**src/design/ctrl_pkg.sv**
```systemverilog
// Shared widths, register addresses and serial timing for the peripheral slave.
// Every design file imports this package in its module header.
package ctrl_pkg;

	// Bus side
	typedef logic [31:0] bus_addr_t;
	typedef logic [31:0] bus_data_t;
	typedef logic [3:0] bus_strb_t;

	// Board side
	typedef logic [7:0] uart_byte_t;
	typedef logic [4:0] led_t;
	typedef logic [2:0] btn_t;

	localparam bus_addr_t GPIO_ADDR = 32'h0200_0000;
	localparam bus_addr_t UART_ADDR = 32'h0200_0004;

	// 12 MHz clock, 115200 baud
	localparam int BAUD_DIV = 104;
	localparam int RX_DEPTH = 4;

	// Counter wide enough for one full bit period
	typedef logic [$clog2(BAUD_DIV)-1:0] baud_cnt_t;
	typedef logic [$clog2(RX_DEPTH)-1:0] rx_slot_t;

	typedef enum logic [1:0] {
		RX_IDLE,
		RX_DATA,
		RX_STOP
	} rx_state_t;

	typedef enum logic [1:0] {
		TX_IDLE,
		TX_START,
		TX_DATA,
		TX_STOP
	} tx_state_t;

endpackage

```
**src/design/bus_response.sv**
```systemverilog
// Response stage of the slave, also home of the LED register.
// Merges the ready pulses and picks the read word that goes with them.
`timescale 1ns/10ps

module bus_response import ctrl_pkg::*; (
	input  logic      clk,
	input  logic      resetn,
	input  logic      gpio_sel,
	input  logic      rx_ready,
	input  logic      tx_ready,
	input  bus_strb_t mem_wstrb,
	input  bus_data_t mem_wdata,
	input  bus_data_t rx_rdata,
	input  btn_t      btn,
	output led_t      led,
	output logic      mem_ready,
	output bus_data_t mem_rdata
);

	logic gpio_ready;
	bus_data_t gpio_rdata;

	always_ff @(posedge clk) begin
		if (!resetn) begin
			gpio_ready <= 1'b0;
			led <= '0;
		end else begin
			gpio_ready <= gpio_sel;
			if (gpio_sel && mem_wstrb[0])
				led <= mem_wdata[4:0];
		end
	end

	// Read back shows the LEDs as they were before this access
	always_ff @(posedge clk) begin
		if (gpio_sel)
			gpio_rdata <= bus_data_t'({btn, led});
	end

	assign mem_ready = gpio_ready || rx_ready || tx_ready;

	// Writes to the serial port carry no data back
	always_comb begin
		if (gpio_ready)
			mem_rdata = gpio_rdata;
		else if (rx_ready)
			mem_rdata = rx_rdata;
		else
			mem_rdata = '0;
	end

endmodule

```
**src/design/ctrl_periph_top.sv**
```systemverilog
// Peripheral slave behind the CPU memory bus: LED/button register and serial port.
// Answers with a one-cycle mem_ready, unmapped addresses raise a sticky bus_error.
`timescale 1ns/10ps

module ctrl_periph_top import ctrl_pkg::*; (
	input  logic      clk,
	input  logic      resetn,
	input  logic      mem_valid,
	input  bus_addr_t mem_addr,
	input  bus_data_t mem_wdata,
	input  bus_strb_t mem_wstrb,
	output logic      mem_ready,
	output bus_data_t mem_rdata,
	output logic      bus_error,
	input  logic      rx,
	output logic      tx,
	input  btn_t      btn,
	output led_t      led
);

	logic gpio_sel;
	logic rx_pop;
	logic tx_start;
	logic rx_valid;
	uart_byte_t rx_byte;
	logic rx_ready;
	bus_data_t rx_rdata;
	logic tx_ready;

	peri_decode i_peri_decode (
		.clk       (clk),
		.resetn    (resetn),
		.mem_valid (mem_valid),
		.mem_ready (mem_ready),
		.mem_addr  (mem_addr),
		.mem_wstrb (mem_wstrb),
		.gpio_sel  (gpio_sel),
		.rx_pop    (rx_pop),
		.tx_start  (tx_start),
		.bus_error (bus_error)
	);

	uart_rx i_uart_rx (
		.clk      (clk),
		.resetn   (resetn),
		.rx       (rx),
		.rx_valid (rx_valid),
		.rx_byte  (rx_byte)
	);

	rx_byte_buffer i_rx_byte_buffer (
		.clk      (clk),
		.resetn   (resetn),
		.rx_valid (rx_valid),
		.rx_pop   (rx_pop),
		.rx_byte  (rx_byte),
		.rx_ready (rx_ready),
		.rx_rdata (rx_rdata)
	);

	uart_tx i_uart_tx (
		.clk       (clk),
		.resetn    (resetn),
		.tx_start  (tx_start),
		.mem_wdata (mem_wdata),
		.tx        (tx),
		.tx_ready  (tx_ready)
	);

	bus_response i_bus_response (
		.clk       (clk),
		.resetn    (resetn),
		.gpio_sel  (gpio_sel),
		.rx_ready  (rx_ready),
		.tx_ready  (tx_ready),
		.mem_wstrb (mem_wstrb),
		.mem_wdata (mem_wdata),
		.rx_rdata  (rx_rdata),
		.btn       (btn),
		.led       (led),
		.mem_ready (mem_ready),
		.mem_rdata (mem_rdata)
	);

endmodule

```
**src/design/peri_decode.sv**
```systemverilog
// Bus address decoder for the peripheral slave.
// Turns a pending request into one strobe per peripheral and latches bus errors.
`timescale 1ns/10ps

module peri_decode import ctrl_pkg::*; (
	input  logic      clk,
	input  logic      resetn,
	input  logic      mem_valid,
	input  logic      mem_ready,
	input  bus_addr_t mem_addr,
	input  bus_strb_t mem_wstrb,
	output logic      gpio_sel,
	output logic      rx_pop,
	output logic      tx_start,
	output logic      bus_error
);

	logic req;
	logic hit_gpio;
	logic hit_uart;
	logic is_write;

	// A request is live until its ready pulse, and never after an error
	assign req = mem_valid && !mem_ready && !bus_error;

	assign hit_gpio = (mem_addr == GPIO_ADDR);
	assign hit_uart = (mem_addr == UART_ADDR);
	assign is_write = |mem_wstrb;

	assign gpio_sel = req && hit_gpio;
	assign rx_pop = req && hit_uart && !is_write;
	assign tx_start = req && hit_uart && is_write;

	// Sticky until reset, so the master stalls on a bad access
	always_ff @(posedge clk) begin
		if (!resetn) begin
			bus_error <= 1'b0;
		end else if (req && !hit_gpio && !hit_uart) begin
			bus_error <= 1'b1;
		end
	end

endmodule

```
**src/design/rx_byte_buffer.sv**
```systemverilog
// Receive buffer holding up to RX_DEPTH bytes, oldest in the low byte.
// Bus reads pop one byte and get all ones when nothing is waiting.
`timescale 1ns/10ps

module rx_byte_buffer import ctrl_pkg::*; (
	input  logic       clk,
	input  logic       resetn,
	input  logic       rx_valid,
	input  logic       rx_pop,
	input  uart_byte_t rx_byte,
	output logic       rx_ready,
	output bus_data_t  rx_rdata
);

	bus_data_t byte_word;
	logic [RX_DEPTH-1:0] byte_vld;
	rx_slot_t wr_slot;

	// Valid flags fill from bit 0 up, so the first hole is the next slot
	always_comb begin
		wr_slot = '0;
		for (int i = RX_DEPTH - 1; i >= 0; i--)
			if (!byte_vld[i])
				wr_slot = rx_slot_t'(i);
	end

	always_ff @(posedge clk) begin
		if (!resetn) begin
			byte_vld <= '0;
			rx_ready <= 1'b0;
		end else begin
			rx_ready <= 1'b0;
			// Incoming byte wins, a pending pop waits a cycle
			if (rx_valid) begin
				byte_vld <= {byte_vld[RX_DEPTH-2:0], 1'b1};
			end else if (rx_pop) begin
				byte_vld <= byte_vld >> 1;
				rx_ready <= 1'b1;
			end
		end
	end

	always_ff @(posedge clk) begin
		if (rx_valid) begin
			if (!(&byte_vld))
				byte_word[wr_slot*8 +: 8] <= rx_byte;
		end else if (rx_pop) begin
			byte_word <= byte_word >> 8;
			rx_rdata <= byte_vld[0] ? bus_data_t'(byte_word[7:0]) : '1;
		end
	end

endmodule

```
**src/design/uart_rx.sv**
```systemverilog
// Serial receiver, 8N1 at BAUD_DIV clocks per bit.
// Emits each byte with a one-cycle rx_valid at the middle of its stop bit.
`timescale 1ns/10ps

module uart_rx import ctrl_pkg::*; (
	input  logic       clk,
	input  logic       resetn,
	input  logic       rx,
	output logic       rx_valid,
	output uart_byte_t rx_byte
);

	logic rx_meta;
	logic rx_sync;
	logic rx_last;
	rx_state_t state;
	baud_cnt_t cnt;
	logic [3:0] bit_cnt;
	uart_byte_t shreg;

	assign rx_byte = shreg;

	always_ff @(posedge clk) begin
		if (!resetn) begin
			rx_meta <= 1'b1;
			rx_sync <= 1'b1;
			rx_last <= 1'b1;
			state <= RX_IDLE;
			rx_valid <= 1'b0;
			cnt <= '0;
			bit_cnt <= '0;
		end else begin
			rx_meta <= rx;
			rx_sync <= rx_meta;
			rx_last <= rx_sync;
			rx_valid <= 1'b0;
			if (cnt != '0)
				cnt <= cnt - 1'b1;

			case (state)
				RX_IDLE: begin
					// Wait half a bit from the falling start edge
					if (rx_last && !rx_sync) begin
						cnt <= baud_cnt_t'(BAUD_DIV / 2);
						bit_cnt <= '0;
						state <= RX_DATA;
					end
				end
				RX_DATA: begin
					// Start bit is shifted in first and falls out after eight more
					if (cnt == '0) begin
						shreg <= {rx_sync, shreg[7:1]};
						cnt <= baud_cnt_t'(BAUD_DIV - 1);
						bit_cnt <= bit_cnt + 1'b1;
						if (bit_cnt == 4'd8)
							state <= RX_STOP;
					end
				end
				default: begin
					// Drop the byte on a framing error
					if (cnt == '0) begin
						rx_valid <= rx_sync;
						state <= RX_IDLE;
					end
				end
			endcase
		end
	end

endmodule

```
**src/design/uart_tx.sv**
```systemverilog
// Serial transmitter, 8N1 on a free-running baud divider.
// A held write starts a frame at the next tick, tx_ready marks the stop bit.
`timescale 1ns/10ps

module uart_tx import ctrl_pkg::*; (
	input  logic      clk,
	input  logic      resetn,
	input  logic      tx_start,
	input  bus_data_t mem_wdata,
	output logic      tx,
	output logic      tx_ready
);

	baud_cnt_t div_cnt;
	logic tick;
	tx_state_t state;
	uart_byte_t shreg;
	logic [2:0] bit_cnt;

	assign tick = (div_cnt == baud_cnt_t'(BAUD_DIV - 1));

	always_ff @(posedge clk) begin
		if (!resetn)
			div_cnt <= '0;
		else
			div_cnt <= tick ? '0 : div_cnt + 1'b1;
	end

	always_ff @(posedge clk) begin
		if (!resetn) begin
			state <= TX_IDLE;
			tx <= 1'b1;
			tx_ready <= 1'b0;
			bit_cnt <= '0;
		end else begin
			tx_ready <= 1'b0;
			if (tick) begin
				case (state)
					TX_START: begin
						tx <= shreg[0];
						shreg <= shreg >> 1;
						bit_cnt <= '0;
						state <= TX_DATA;
					end
					TX_DATA: begin
						if (bit_cnt == 3'd7) begin
							tx <= 1'b1;
							tx_ready <= 1'b1;
							state <= TX_STOP;
						end else begin
							tx <= shreg[0];
							shreg <= shreg >> 1;
							bit_cnt <= bit_cnt + 1'b1;
						end
					end
					// Stop bit has run a full period once this tick arrives
					default: begin
						if (tx_start) begin
							tx <= 1'b0;
							shreg <= mem_wdata[7:0];
							state <= TX_START;
						end else begin
							state <= TX_IDLE;
						end
					end
				endcase
			end
		end
	end

endmodule

```
**config.mk**
```make
export PLATFORM = sky130hd
export DESIGN_NAME = ctrl_periph_top
export DESIGN_NICKNAME = d
export VERILOG_FILES = /design/src/design/ctrl_pkg.sv /design/src/design/bus_response.sv /design/src/design/ctrl_periph_top.sv /design/src/design/peri_decode.sv /design/src/design/rx_byte_buffer.sv /design/src/design/uart_rx.sv /design/src/design/uart_tx.sv
export SDC_FILE = /design/constraint.sdc
export NUM_CORES = 1
export LEC_CHECK = 0
export ABC_AREA = 1
export ABC_CLOCK_PERIOD_IN_PS = 3450
export BUFFER_PORTS_ARGS = -buffer_cell sky130_fd_sc_hd__buf_2
export CORE_MARGIN = 2
export CORE_UTILIZATION = 57
export DETAILED_ROUTE_END_ITERATION = 12
export GPL_ROUTABILITY_DRIVEN = 0
export PLACE_DENSITY = 0.83
export SYNTH_ARGS = -nofsm -noshare
export SYNTH_HDL_FRONTEND = slang
export SYNTH_SLANG_ARGS = --single-unit
```
**constraint.sdc**
```tcl
create_clock -name clk -period 3.45 [get_ports clk]
set_input_delay 0.69 -clock clk [delete_from_list [all_inputs] [get_ports clk]]
set_output_delay 0.69 -clock clk [all_outputs]
set_load 0.005 [all_outputs]
```
* Word level (Yosys, flattened, before mapping)
Cells that the tools add are included.
** Storage, ports and cells
- Logic and storage cells :: 126
- Output and inout port bits :: 40
- Input port bits :: 75
- Register bits :: 131
** Cells by class
- $add $sub $neg :: 5
- Shift operators :: 2
- Bitwise operators :: 3
- Reductions and logical operators :: 41
- Equality and inequality tests :: 14
- Mux-type cells :: 38
** Operators with widths (count)
- 2-to-1 mux 32 bit :: 6
- == test 32 x 26 -> 1 bit, second input constant :: 2
- negator 5 -> 34 bit :: 1
- variable shift 8 x 34 -> 32 bit, first input constant :: 1
- variable part select 8 x 34 -> 32 bit :: 1
- bitwise mux 32 bit :: 1
- 2-to-1 mux 7 bit :: 3
- 2-to-1 mux 2 bit :: 9
- 2-to-1 mux 4 bit :: 4
- 2-to-1 mux 8 bit :: 2
- case mux 8 bit (2 select lines) :: 1
- case mux 7 bit (2 select lines) :: 1
- AND reduction 3 bit :: 4
- AND reduction 4 bit :: 3
- logical AND 1 bit :: 10
- != test 2 x 1 -> 1 bit, second input constant :: 4
- case mux 2 bit (2 select lines) :: 2
- case mux 4 bit (2 select lines) :: 1
- AND reduction 2 bit :: 4
- nonzero test 2 bit :: 4
- OR reduction 4 bit :: 2
- adder 7 x 1 -> 7 bit, second input constant :: 1
- == test 7 bit, second input constant :: 1
- logical NOT 7 bit :: 1
- other kinds (19) :: 34

* Longest topological paths before layout
- Depth in word-level cells :: 9
- Gate-level depth with buffers :: 11
- Depth with buffers taken out :: 11

* By module
A second synthesis with hierarchy kept.
** Second synthesis, totals
- Cell total of the unflattened synthesis :: 696
- Area, all modules :: 5768.0 sq um
** By module, submodules not included
- rx_byte_buffer :: cells an instance 258, area an instance 2404.8 sq um, sequential area each 1331.3 sq um, instances 1
- uart_tx :: cells an instance 123, area an instance 1106.1 sq um, sequential area each 520.5 sq um, instances 1
- uart_rx :: cells an instance 112, area an instance 1081.0 sq um, sequential area each 580.6 sq um, instances 1
- bus_response :: cells an instance 125, area an instance 844.6 sq um, sequential area each 360.3 sq um, instances 1
- peri_decode :: cells an instance 78, area an instance 331.6 sq um, sequential area each 20.0 sq um, instances 1

* Worst setup path before layout
Ideal clock, no wire load.
- Path kind :: reg2out
- Start :: register i_bus_response.gpio_ready
- End :: output mem_rdata[10]
- Stages on the path, launching flop included :: 4
- Required time :: 2.760 ns
- Setup slack :: 1.204 ns
- Data arrival time :: 1.556 ns
- Path buffers :: 2
- Cell sequence :: dfxtp_1 clkbuf_1 nor2_1 buf_4
** On the way
- Word-level cells in the longest chain between the ends :: 1
** RTL lines
- start: declaration :: RTL line bus_response.sv:20 : logic gpio_ready;
- start signal: assignment :: RTL line bus_response.sv:28 : gpio_ready <= gpio_sel;
- 2-to-1 mux 32 bit :: RTL line bus_response.sv:44 : if (gpio_ready)
- end: declaration :: RTL line ctrl_periph_top.sv:13 : output bus_data_t mem_rdata,
No other way between the ends.

* Final worst setup path
- Start :: register i_rx_byte_buffer.rx_ready
- End :: output mem_rdata[19]
** On the way
- Word-level cells in the longest chain between the ends :: 2
** RTL lines
- start: declaration :: RTL line rx_byte_buffer.sv:11 : output logic rx_ready,
- start signal: assignment :: RTL line rx_byte_buffer.sv:30 : rx_ready <= 1'b0;
- start signal: assignment :: RTL line rx_byte_buffer.sv:32 : rx_ready <= 1'b0;
- start signal: assignment :: RTL line rx_byte_buffer.sv:38 : rx_ready <= 1'b1;
- 2-to-1 mux 32 bit :: RTL line bus_response.sv:46 : else if (rx_ready)
- 2-to-1 mux 32 bit :: RTL line bus_response.sv:44
No other way between the ends.

==> out/results.md <==
| Step | Result | This run |
|:---|:---|:---|
| power and ir drop | Register share of total power | 54.7% |
| synth | Post-Syn Instances | 593 |
| final layout | Final design area excluding fillers | 5780 µm² |
| final layout | Total Nets Final | 750 |
| synth | Number of warning messages in the yosys log | 0 |
| die | Number of I/O pins | 115 |
| route | Detailed-route vias per instance | 5.16 |
| final layout | Number of diodes | 0 |
| power and ir drop | Net load switching power | 0.672 mW |
| place | Detailed Place HPWL | 7280 µm |
| synth | Net count of the mapped netlist | 683 |
| synth | Prevailing post-synth register cell | sky130_fd_sc_hd__edfxtp_1 |
| grt | Wire length of the first global-routing pass | 16,100 µm |
| synth | Sequential cell area fraction in the yosys report | 54.1% |
| critical path | Category of the critical setup timing path | register to output port |
| route | Overall routed net length | 9580 µm |
| synth | Syn Std Cell Area | 5200 µm² |
| critical path | Nature of the critical path endpoint | output port |
| grt | Total Routing Usage GR | 20.1% |
| synth | Most area-hungry cell type in the Yosys netlist | sky130_fd_sc_hd__edfxtp_1 |
| die | Floorplan die area | 9910 µm² |
| timing | Final setup viols | 0 |
| final layout | Share of the core filled with cells | 65.7% |
| grt | Remaining global-route overflow | 0 |
| critical path | Critical Path AT | 1910 ps |
| cts | Clock Sinks | 108 |
| synth | Number of library cell types mapped by synthesis | 38 |
| die | Die Y | 99.5 µm |
| cts | Total of cells resized after clock tree synthesis | 0 |
| outcome | Result of the run | completed |
| die | Core Box Area | 8810 µm² |
| critical path | Element type at the critical path start | register |
| power and ir drop | Switching share of power | 25.6% |
| critical path | Critical path data required time | 2760 ps |
| timing | Unrepaired setup endpoints after global routing | no |
| route | Average wire per cell in the routed design | 12.4 µm |
| power and ir drop | Internal power consumption | 1.96 mW |
| die | Horizontal die dimension | 99.5 µm |
| job | Count of max-cap constraint violations | 0 |
| synth | Synth async-reset ratio | 0% |
| grt | Maximum number of pins on one net before global-route repair | 45 |
| timing | Slew headroom | 40.3% |
| final layout | Fill cells | 686 |
| synth | Top-area cell type share of the netlist area | 37.5% |
| critical path | Maximum fanout encountered on the critical timing path | 24 |
| cts | Number of hold buffers added after cts | 0 |
| final layout | Number of standard cells in the layout, taps in and fillers out | 773 |
| final layout | Area of the multi-input gates | 1920 µm² |
| place | Number of buffers added on ports | 90 |
| final layout | Register Area | 2810 µm² |
| hold path | Instance count along the most critical hold path | 1 |
| timing | Shortest period the worst path allows | 2600 ps |
| place | Number of placed cells counting well taps | 757 |
| synth | Number of storage elements in the synthesis netlist | 108 |
| timing | Fraction of the cycle the final worst path needs | 75.5% |
| power and ir drop | Leak pwr | 2.57 nW |
| place | Placed Area | 5560 µm² |
| grt | Antenna violations before repair | 0 |
| timing | Total count of max-transition violations in the final report | 0 |
| cts | Maximum buffer depth of the clock tree | 2 |
| final layout | Share of post-route cells with drive strength above 1 | 20.5% |
| cts | Total number of H-tree levels | 3 |
| route | DRT Pass-1 Iters | 5 |
| hold path | Type of the tightest min-delay check | register to register |
| timing | Final sum of negative setup slack | 0 ps |
| cts | Post-CTS Setup Bufs | 0 |
| synth | Count of flip-flops with a built-in enable after synthesis | 65 |
| timing | Final Skew | 13.2 ps |
| grt | Number of global-route vias before repair | 3,781 |
| route | Via total after detailed routing | 3,985 |
| die | Placement Rows | 34 |
| cts | Clock insertion delay at the later pin of the skew report | 370 ps |
| power and ir drop | Peak supply drop | 0.351 mV |
| cts | Root Buffer Master | sky130_fd_sc_hd__clkbuf_8 |
| synth | Average cell area after synthesis | 8.77 µm² |
| synth | Leading cell type by number of instances after synthesis | sky130_fd_sc_hd__nand2_1 |
| power and ir drop | Pwr Density | 455 nW/µm² |
| synth | Top cells by instance count after synthesis | sky130_fd_sc_hd__nand2_1 (160), sky130_fd_sc_hd__nor2_1 (80), sky130_fd_sc_hd__edfxtp_1 (65) |
| route | Drt first-iter violations | 250 |
| die | Starting density of the core | 59.1% |
| timing | Fin. Hold Viols | 0 |
| final layout | P&R area growth vs syn | 11.2% |
| power and ir drop | Combinational share of power | 13.4% |
| cts | TritonCTS buffer count | 9 |
| power and ir drop | Clock network power share | 31.9% |
| cts | Clock-pin slew reported for the worst setup and hold paths after clock tree synthesis | 100 ps |
| synth | Leading post-synthesis cells by cell area | sky130_fd_sc_hd__edfxtp_1 (38%), sky130_fd_sc_hd__dfxtp_1 (17%), sky130_fd_sc_hd__nand2_1 (12%) |
| timing | Worst slew pin tran | 893 ps |
| timing | Fmax achieved | 0.384 GHz |
| route | ANT nets after route | 0 |
| critical path | Cells on worst reg2reg path | 8 |
| timing | Worst hold-check slack | 422 ps |
| route | DRC violations left | 0 |
| cts | CTS tree | yes |
critical path, stage by stage (launching register included):
cell and delay [ps]:
sky130_fd_sc_hd__dfxtp_1 520, sky130_fd_sc_hd__nand2_1 90, sky130_fd_sc_hd__nor2_1 690, sky130_fd_sc_hd__buf_2 250
final cells by class:
type                            instances  share of cell area, %
Sequential cell                       108                   48.6
Multi-Input combinational cell        386                   33.1
Timing Repair Buffer                   91                   7.92
Inverter                               64                   4.15
Tap cell                              108                   2.34
Clock buffer                            9                   2.14
Clock inverter                          7                   1.69
per-stage QoR:
step / worst slack, ps / power, mW
floorplan: 1200 / 1.72
global placement: 899 / 1.79
detailed placement: 778 / 1.82
CTS: 804 / 2.65
global route: 555 / 2.76
finish: 845 / 2.63
registers in the layout, summed over array words and instances (netlist names), 3 cells and up:
name and count:
i_bus_response.gpio_rdata 8, i_bus_response.led 5, i_rx_byte_buffer.byte_vld 4, i_rx_byte_buffer.byte_word 32
i_rx_byte_buffer.rx_rdata 9, i_uart_rx.bit_cnt 4, i_uart_rx.cnt 7, i_uart_rx.rx_byte 8
i_uart_tx.bit_cnt 3, i_uart_tx.div_cnt 7, i_uart_tx.shreg 8
path summary, 6_finish.rpt:
check	start	to	slack (ps)
hold reg to reg	i_uart_rx.rx_meta	i_uart_rx.rx_sync	420
setup / recovery	i_rx_byte_buffer.rx_ready	mem_rdata[19]	850
hold / removal	i_uart_rx.rx_meta	i_uart_rx.rx_sync	420
setup reg to reg	i_rx_byte_buffer.byte_vld[2]	i_rx_byte_buffer.byte_word[24]	1110
routing by layer:
metal / global-route usage [%] / vias up / routed length, µm
met3: 4.29 / 14 / 469
met2: 37.6 / 121 / 4990
met1: 22.9 / 1821 / 4000
met4: 6.32 / 0 / 118
met5: 0 / - / 0
li1: - / 2029 / -
kinds of logic after synthesis:
logic type	after synthesis	share of synthesized area (%)
AO/OA/AOI/OAI	67	7.07
XOR/XNOR	7	1.18
adder cells (fa/ha/maj)	15	3.61
buffers and inverters	99	9.09
flip-flops	108	54.1
AND/OR/NAND/NOR	297	25.0
power groups by stage:
stage	Clock (mW)	Combinational (mW)	Sequential [mW]
global route	0.907	0.403	1.45
global placement	0	0.325	1.47
finish	0.840	0.352	1.44
CTS	0.853	0.356	1.44
floorplan	0	0.259	1.46
detailed placement	0	0.353	1.47
cells in the final DEF (no fill, tap or decap), drive strengths merged:
cell | netlist | routed
o31ai | 8 | 8
xnor2 | 1 | 1
nand4 | 4 | 4
bufinv | 0 | 2
buf | 25 | 91
nand3 | 23 | 23
o211ai | 1 | 1
ha | 15 | 15
nor4 | 2 | 2
nor3 | 8 | 8
xor2 | 6 | 6
nand2 | 163 | 163
clkinv | 4 | 4
o21a | 1 | 1
or3 | 1 | 1
and3 | 1 | 1
or2 | 11 | 11
nor3b | 1 | 1
o21ai | 24 | 24
inv | 60 | 62
a21oi | 31 | 31
edfxtp | 65 | 65
dfxtp | 43 | 43
nor2 | 83 | 83
clkinvlp | 0 | 3
o22ai | 1 | 1
a211oi | 1 | 1
clkbuf | 10 | 9
Note: power is estimated with default switching activity, not from simulation.
